$ cat config.mk
export PLATFORM = sky130hd
export DESIGN_NAME = tiny_exec
export DESIGN_NICKNAME = d
export VERILOG_FILES = /design/src/tiny_exec_pkg.sv /design/src/alu.sv /design/src/operand_fetch.sv /design/src/regfile_2r1w_zero.sv /design/src/tiny_exec.sv
export SDC_FILE = /design/constraint.sdc
export NUM_CORES = 2
export LEC_CHECK = 0
export ABC_AREA = 0
export BUFFER_PORTS_ARGS = -buffer_cell sky130_fd_sc_hd__buf_2
export CORE_UTILIZATION = 55
export DETAILED_ROUTE_END_ITERATION = 16
export GPL_ROUTABILITY_DRIVEN = 0
export PLACE_DENSITY = 0.71
export SLEW_MARGIN = 20
export SYNTH_ARGS = -nofsm -noshare
export SYNTH_HDL_FRONTEND = slang
export SYNTH_SLANG_ARGS = --single-unit
$ cat constraint.sdc
create_clock -name clk -period 11.4 [get_ports clk]
set_input_delay 0.57 -clock clk [delete_from_list [all_inputs] [get_ports clk]]
set_output_delay 0.57 -clock clk [all_outputs]
set_load 0.02 [all_outputs]
$ cat src/tiny_exec_pkg.sv
// Shared types for the tiny_exec integer core
// Word width is fixed at 32 bits and register addresses at 5 bits
// The ALU opcode encoding is private to this core and not a standard ISA encoding

package tiny_exec_pkg;

  // -----------------------------------------------
  // Widths
  // -----------------------------------------------

  // Data word width
  parameter int XLEN = 32;

  // Register address width, enough for 32 architectural registers
  parameter int REG_AW = 5;

  // -----------------------------------------------
  // ALU opcodes
  // -----------------------------------------------

  // Shifts take the low 5 bits of operand b
  // LUI puts the 16-bit immediate in the upper half
  typedef enum logic [3:0] {
    OP_ADD  = 4'd0,
    OP_SUB  = 4'd1,
    OP_AND  = 4'd2,
    OP_OR   = 4'd3,
    OP_XOR  = 4'd4,
    OP_SLL  = 4'd5,
    OP_SRL  = 4'd6,
    OP_SRA  = 4'd7,
    OP_SLT  = 4'd8,
    OP_SLTU = 4'd9,
    OP_LUI  = 4'd10
  } alu_op_e;

  // -----------------------------------------------
  // Instruction and result records
  // -----------------------------------------------

  // One decoded instruction from the upstream decoder
  typedef struct packed {
    alu_op_e           op;
    logic [REG_AW-1:0] rd;
    logic [REG_AW-1:0] rs1;
    logic [REG_AW-1:0] rs2;
    logic              use_imm;   // Operand b from imm instead of rs2
    logic [15:0]       imm;       // Sign-extended when used as operand b
  } exec_instr_t;

  // One completed result, as written back
  typedef struct packed {
    logic [REG_AW-1:0] rd;
    logic [XLEN-1:0]   value;
  } exec_result_t;

endpackage

$ cat src/alu.sv
// Combinational integer ALU, no flags and no exceptions
// Add and subtract wrap modulo 2^32; opcodes outside the list give zero

`timescale 1ns/1ps

module alu (
  input  tiny_exec_pkg::alu_op_e         op,
  input  logic [tiny_exec_pkg::XLEN-1:0] a,
  input  logic [tiny_exec_pkg::XLEN-1:0] b,
  output logic [tiny_exec_pkg::XLEN-1:0] value
);

  // Shift amount, low 5 bits of b
  logic [4:0] shamt;

  assign shamt = b[4:0];

  // -----------------------------------------------
  // Operation select
  // -----------------------------------------------

  always_comb begin
    case (op)
      tiny_exec_pkg::OP_ADD: begin
        value = a + b;
      end
      tiny_exec_pkg::OP_SUB: begin
        value = a - b;
      end
      tiny_exec_pkg::OP_AND: begin
        value = a & b;
      end
      tiny_exec_pkg::OP_OR: begin
        value = a | b;
      end
      tiny_exec_pkg::OP_XOR: begin
        value = a ^ b;
      end
      tiny_exec_pkg::OP_SLL: begin
        value = a << shamt;
      end
      tiny_exec_pkg::OP_SRL: begin
        value = a >> shamt;
      end
      // Arithmetic shift keeps the sign bit
      tiny_exec_pkg::OP_SRA: begin
        value = $signed(a) >>> shamt;
      end
      // Compares give 1 or 0
      tiny_exec_pkg::OP_SLT: begin
        value = {{(tiny_exec_pkg::XLEN-1){1'b0}}, ($signed(a) < $signed(b))};
      end
      tiny_exec_pkg::OP_SLTU: begin
        value = {{(tiny_exec_pkg::XLEN-1){1'b0}}, (a < b)};
      end
      // Immediate to upper half, lower half cleared
      tiny_exec_pkg::OP_LUI: begin
        value = {b[15:0], 16'h0000};
      end
      default: begin
        value = '0;
      end
    endcase
  end

endmodule

$ cat src/operand_fetch.sv
// Operand fetch and execute-stage pipeline register
// Forwards the result in execute to a dependent instruction on the next cycle
// No stall: an instruction is accepted on every cycle that in_valid is high

`timescale 1ns/1ps

module operand_fetch #(
  parameter int NUM_REGS = 32
) (
  input  logic                             clk,
  input  logic                             reset,

  // Decoded instruction strobe
  input  logic                             in_valid,
  input  tiny_exec_pkg::exec_instr_t       in_instr,

  // Register file read data, combinational
  input  logic [tiny_exec_pkg::XLEN-1:0]   rd_data0,
  input  logic [tiny_exec_pkg::XLEN-1:0]   rd_data1,

  // Result of the instruction now in execute
  input  logic [tiny_exec_pkg::XLEN-1:0]   alu_value,

  output logic [tiny_exec_pkg::REG_AW-1:0] rd_addr0,
  output logic [tiny_exec_pkg::REG_AW-1:0] rd_addr1,

  // Execute stage
  output logic                             e_valid,
  output tiny_exec_pkg::alu_op_e           e_op,
  output logic [tiny_exec_pkg::REG_AW-1:0] e_rd,
  output logic [tiny_exec_pkg::XLEN-1:0]   e_a,
  output logic [tiny_exec_pkg::XLEN-1:0]   e_b
);

  logic                           fwd_a;
  logic                           fwd_b;
  logic [tiny_exec_pkg::XLEN-1:0] imm_ext;
  logic [tiny_exec_pkg::XLEN-1:0] op_a;
  logic [tiny_exec_pkg::XLEN-1:0] op_b;

  // Source addresses straight from the incoming instruction
  assign rd_addr0 = in_instr.rs1;
  assign rd_addr1 = in_instr.rs2;

  // -----------------------------------------------
  // Bypass from execute
  // -----------------------------------------------

  // Register 0 is never forwarded, it must keep reading zero
  assign fwd_a = e_valid && (in_instr.rs1 == e_rd) && (in_instr.rs1 != '0);
  assign fwd_b = e_valid && (in_instr.rs2 == e_rd) && (in_instr.rs2 != '0);

  // Immediate, sign-extended to the word width
  assign imm_ext = {{(tiny_exec_pkg::XLEN-16){in_instr.imm[15]}}, in_instr.imm};

  // Operand select
  assign op_a = fwd_a ? alu_value : rd_data0;

  always_comb begin
    if (in_instr.use_imm) begin
      op_b = imm_ext;
    end else if (fwd_b) begin
      op_b = alu_value;
    end else begin
      op_b = rd_data1;
    end
  end

  // -----------------------------------------------
  // Execute-stage register
  // -----------------------------------------------

  // Valid bit
  always_ff @(posedge clk) begin
    if (reset) begin
      e_valid <= 1'b0;
    end else begin
      e_valid <= in_valid;
    end
  end

  // Payload, only loaded with a new instruction
  always_ff @(posedge clk) begin
    if (in_valid) begin
      e_op <= in_instr.op;
      e_rd <= in_instr.rd;
      e_a  <= op_a;
      e_b  <= op_b;
    end
  end

  // -----------------------------------------------
  // Checks
  // -----------------------------------------------

  // Decoder must only name registers that exist in this build
  a_in_addr_range: assert property (
    @(posedge clk) disable iff (reset)
      in_valid |-> ((in_instr.rs1 < NUM_REGS) && (in_instr.rs2 < NUM_REGS) &&
                    (in_instr.rd < NUM_REGS))
  ) else $error("instruction names a register at or above %0d", NUM_REGS);

endmodule

$ cat src/regfile_2r1w_zero.sv
// Two combinational read ports and one write port, register 0 always reads zero
// All entries clear on reset; a write shows on the read ports after the next edge
// Addresses at or above NUM_REGS are illegal

`timescale 1ns/1ps

module regfile_2r1w_zero #(
  parameter int NUM_REGS = 32
) (
  input  logic                             clk,
  input  logic                             reset,

  // Read ports, combinational
  input  logic [tiny_exec_pkg::REG_AW-1:0] rd_addr0,
  input  logic [tiny_exec_pkg::REG_AW-1:0] rd_addr1,

  // Write port, sampled on the rising edge
  input  logic                             wr_en,
  input  logic [tiny_exec_pkg::REG_AW-1:0] wr_addr,
  input  logic [tiny_exec_pkg::XLEN-1:0]   wr_data,

  output logic [tiny_exec_pkg::XLEN-1:0]   rd_data0,
  output logic [tiny_exec_pkg::XLEN-1:0]   rd_data1
);

  // Register storage
  logic [tiny_exec_pkg::XLEN-1:0] regs [NUM_REGS];

  // -----------------------------------------------
  // Write port
  // -----------------------------------------------

  // Entry 0 is never written so it stays at its reset value
  always_ff @(posedge clk) begin
    if (reset) begin
      for (int i = 0; i < NUM_REGS; i++) begin
        regs[i] <= '0;
      end
    end else if (wr_en && (wr_addr != '0)) begin
      regs[wr_addr] <= wr_data;
    end
  end

  // -----------------------------------------------
  // Read ports
  // -----------------------------------------------

  // Address zero forced to zero on both ports
  always_comb begin
    rd_data0 = regs[rd_addr0];
    if (rd_addr0 == '0) begin
      rd_data0 = '0;
    end
  end

  always_comb begin
    rd_data1 = regs[rd_addr1];
    if (rd_addr1 == '0) begin
      rd_data1 = '0;
    end
  end

  // -----------------------------------------------
  // Checks
  // -----------------------------------------------

  // Write-back from the execute stage must target an existing register
  a_wr_addr_range: assert property (
    @(posedge clk) disable iff (reset)
      wr_en |-> (wr_addr < NUM_REGS)
  ) else $error("regfile write to register %0d, only %0d exist", wr_addr, NUM_REGS);

endmodule

$ cat src/tiny_exec.sv
// Integer execute core with operand fetch, one ALU stage, write-back and result strobe
// Fixed latency of one cycle from the edge that samples in_valid to out_valid
// No back-pressure so out_result must be taken in the cycle it appears

`timescale 1ns/1ps

module tiny_exec #(
  parameter int NUM_REGS = 32
) (
  input  logic                        clk,
  input  logic                        reset,

  // Decoded instruction strobe
  input  logic                        in_valid,
  input  tiny_exec_pkg::exec_instr_t  in_instr,

  // Result strobe
  output logic                        out_valid,
  output tiny_exec_pkg::exec_result_t out_result
);

  // Register file read path
  logic [tiny_exec_pkg::REG_AW-1:0] rd_addr0;
  logic [tiny_exec_pkg::REG_AW-1:0] rd_addr1;
  logic [tiny_exec_pkg::XLEN-1:0]   rd_data0;
  logic [tiny_exec_pkg::XLEN-1:0]   rd_data1;

  // Execute stage
  logic                             e_valid;
  tiny_exec_pkg::alu_op_e           e_op;
  logic [tiny_exec_pkg::REG_AW-1:0] e_rd;
  logic [tiny_exec_pkg::XLEN-1:0]   e_a;
  logic [tiny_exec_pkg::XLEN-1:0]   e_b;
  logic [tiny_exec_pkg::XLEN-1:0]   alu_value;

  // -----------------------------------------------
  // Datapath
  // -----------------------------------------------

  operand_fetch #(.NUM_REGS(NUM_REGS)) i_operand_fetch (
    .clk       (clk),
    .reset     (reset),
    .in_valid  (in_valid),
    .in_instr  (in_instr),
    .rd_data0  (rd_data0),
    .rd_data1  (rd_data1),
    .alu_value (alu_value),
    .rd_addr0  (rd_addr0),
    .rd_addr1  (rd_addr1),
    .e_valid   (e_valid),
    .e_op      (e_op),
    .e_rd      (e_rd),
    .e_a       (e_a),
    .e_b       (e_b)
  );

  alu i_alu (
    .op    (e_op),
    .a     (e_a),
    .b     (e_b),
    .value (alu_value)
  );

  // Write-back at the edge that ends the execute cycle
  regfile_2r1w_zero #(.NUM_REGS(NUM_REGS)) i_regfile (
    .clk      (clk),
    .reset    (reset),
    .rd_addr0 (rd_addr0),
    .rd_addr1 (rd_addr1),
    .wr_en    (e_valid),
    .wr_addr  (e_rd),
    .wr_data  (alu_value),
    .rd_data0 (rd_data0),
    .rd_data1 (rd_data1)
  );

  // -----------------------------------------------
  // Result register
  // -----------------------------------------------

  always_ff @(posedge clk) begin
    if (reset) begin
      out_valid <= 1'b0;
    end else begin
      out_valid <= e_valid;
    end
  end

  // Writes to register 0 still report the computed value
  always_ff @(posedge clk) begin
    if (e_valid) begin
      out_result.rd    <= e_rd;
      out_result.value <= alu_value;
    end
  end

endmodule

==> run_results.csv <==
group,metric,value,unit
final_layout,final_cell_mix,"nor2_1 (1160), edfxtp_1 (1134), mux4_2 (681)",
yosys,synth_xor_area_share,0.3653,%
setup_path,crit_family,"compound AO/OA/AOI/OAI gates",
clocking,cts_max_level,3,
setup_path,critPathArrivalTime,6.47,ns
die,die_area,119100,µm²
yosys,synth_edf_count,1134,
run,cap_violations,0,
detailed_routing,drc_errors,0,
place,dp.cells,6074,
detailed_routing,drtIter0Drc,7455,
sta,grt_setup_unrepaired,"false",
yosys,synth-seq-area-share,52.67,%
final_layout,nNetsFinal,4817,
run_status,status,"completed",
setup_path,crit_chain,"buf_4, inv_1, ha_1, inv_2, a221oi_1, o21ai_1, a211oi_1, o22ai_1, a221o_1, a21oi_1, o221ai_1, a21boi_4, o22ai_1",
detailed_routing,wire_per_inst,34.50,µm
clocking,path_clk_slew,0.06,ns
sta,tightest_slew,1.171,ns
yosys,synth_mux_area_share,25.66,%
yosys,synth-seq-cells,1136,
pwr,seqPwrFrac,45.2,%
clocking,cts_setup_buffers,0,
setup_path,crit_path_end_kind,"register",
setup_path,worst_path_max_delay_cell,"a21boi_4",
yosys,yosys_warnings,0,
pwr,clock_power_share,35.3,%
min_path,hold_class,"primary input to register",
detailed_routing,vias_per_cell,7.289,
clocking,cts-root-buf,"clkbuf_16",
yosys,ys.flop_type,"edfxtp_1",
place,dp_hpwl,130.6,mm
sta,setup_viol,0,
clocking,insertion_delay,0.77,ns
clocking,cts_made_buffers,115,
die,die_w,345.1,µm
yosys,netlist_area,64730,µm²
yosys,synth_cell_types,90,
yosys,yosysTopAreaCell,"edfxtp_1",
die,die_h,345.1,µm
detailed_routing,dr_total_vias,45910,
pwr,power.density,154.7,nW/µm²
detailed_routing,postRouteAntennaNets,0,
sta,timing.final.crit_share,53.00,%
sta,setup-tns-final,0,ns
clocking,cts_sinks,1136,
final_layout,drive_above_1_share,25.49,%
clocking,cts_hold_buf,8,
pwr,leakagePower,24.92,nW
pwr,ir_worst_vdd,144.0,µV
final_layout,fin_util,60.74,%
pwr,p_sw,0.003243,W
final_layout,final-instance-count-excl-fill,6299,
yosys,synthArstFlopShare,0,%
grt,track_usage,36.32,%
setup_path,start_kind,"register",
detailed_routing,drt-total-wl,217.3,mm
die,core,116400,µm²
die,pin_count,77,
yosys,synth_top_family_by_area,"multiplexers",
pwr,internal-power,0.007689,W
clocking,cts_tree,"built",
final_layout,design_area,70680,µm²
yosys,synth.area.top_cells,"edfxtp_1 (53%), mux4_2 (24%), nor2_1 (6.7%), ha_1 (1.9%), clkbuf_1 (1.8%)",
sta,min_period,6.042,ns
grt,overflow,0,
detailed_routing,drt_pass1_iterations,7,
die,initial_core_util,55.63,%
yosys,synth_top_area_share,52.60,%
place,dpl_cell_area,66750,µm²
grt,grt_max_degree,118,
sta,relSlewSlack,21.62,%
sta,skew,0.06824,ns
setup_path,critPathKind,"register to register",
pwr,p_sw_share,29.66,%
yosys,synth_simple_gate_area_share,9.749,%
grt,antenna_found_initial,7,
setup_path,cpMostUsedCell,"o22ai_1",
grt,grt_pass1_wl,310.7,mm
final_layout,syn_to_final_growth,9.181,%
setup_path,required,11.83,ns
setup_path,slowest_delay,0.86,ns
clocking,cts_resized,0,
place,portBuffers,76,
yosys,synth_compound_area_share,5.737,%
final_layout,final_common_cell,"nor2_1",
final_layout,diodes,0,
pwr,p_total,0.01093,W
clocking,clockBufferDepth,3,
pwr,combPwrFrac,19.6,%
sta,drv_slew,0,
setup_path,critPathMaxFanout,91,
yosys,netlist_instances,4771,
setup_path,crit_buf_inv,3,
die,placement_rows,125,
sta,max_freq,165.5,MHz
sta,hold_violations,0,
yosys,yosys.area_share.adder,1.975,%
yosys,avgSynthCellArea,13.57,µm²
grt,grt_pass1_vias,44760,
[registers in the layout, summed over array words and instances (netlist names)]
register and cells:
i_operand_fetch.e_op 4, i_regfile.regs 1024, i_operand_fetch.e_valid 1, i_operand_fetch.e_a 32, i_operand_fetch.e_b 32, out_result 37
out_valid 1, i_operand_fetch.e_rd 5
[power groups by stage]
stage                     clock network, W  logic, W  registers [W]
after floorplan                          0   0.00139        0.00496
after global placement                   0   0.00203        0.00500
after detailed placement                 0   0.00205        0.00502
after CTS                          0.00386   0.00206        0.00493
after global routing               0.00402   0.00221        0.00495
final                              0.00386   0.00214        0.00494
[worst paths after layout]
kind	depth (start not counted)	from	to	slack [ns]
worst max-delay path	13	i_operand_fetch.e_b[3]	i_operand_fetch.e_a[29]	5.36
worst min-delay path	1	in_instr[34]	i_operand_fetch.e_op[2]	0.02
worst max register to register	13	i_operand_fetch.e_b[3]	i_operand_fetch.e_a[29]	5.36
worst min register to register	0	i_operand_fetch.e_rd[1]	out_result[33]	0.71
[cells in the mapped netlist (41+ instances only)]
| cell type | count |
|---|---|
| inv_1 | 119 |
| nand2_1 | 171 |
| nor3_1 | 41 |
| mux2i_1 | 105 |
| buf_2 | 59 |
| nor2_1 | 1163 |
| edfxtp_1 | 1134 |
| nand2b_1 | 44 |
| ha_1 | 99 |
| buf_1 | 78 |
| o21ai_0 | 71 |
| mux4_2 | 681 |
| a21oi_1 | 154 |
| clkbuf_1 | 308 |
[final cells by class]
type | count | area (µm²)
clock buffers | 139 | 2968
clock inverters | 76 | 825.8
fillers | 8719 | 45690
inverters | 140 | 525.5
multi-input cells | 3059 | 28700
flip-flops and latches | 1136 | 34100
well taps | 1524 | 1907
repair buffers | 225 | 1659
[worst register-to-register path, stage by stage (launching register included)]
cell and delay [ns]:
edfxtp_1 0.33, buf_4 0.65, inv_1 0.66, ha_1 0.64, inv_2 0.10, a221oi_1 0.41, o21ai_1 0.17, a211oi_1 0.58
o22ai_1 0.34, a221o_1 0.41, a21oi_1 0.21, o221ai_1 0.18, a21boi_4 0.86, o22ai_1 0.22
[cell families after synthesis]
group / count (synthesis)
xor gates and xnor gates: 27
and+or+nand+nor: 1543
DFF: 1136
AOI/OAI and AO/OA: 550
other: 1
adders and majority gates: 101
buffers and inverters: 607
muxes: 806
[metal layers]
| layer | track usage, % | routed length, µm | vias up |
|---|---|---|---|
| li1 | - | - | 18090 |
| met1 | 47.24 | 70320 | 22860 |
| met2 | 55.38 | 98840 | 4158 |
| met3 | 12.29 | 36230 | 796 |
| met4 | 16.90 | 11890 | 10 |
| met5 | 0 | 73 | - |
[through the flow]
stage                     hold slack, ns  worst slack, ns
final                            0.02339            5.358
after global routing             0.01960            5.085
after CTS                       0.005177            5.507
after detailed placement          0.6939            5.514
after global placement            0.6853            5.684
after floorplan                   0.4244            6.983
(Power assumes the default switching activity.)
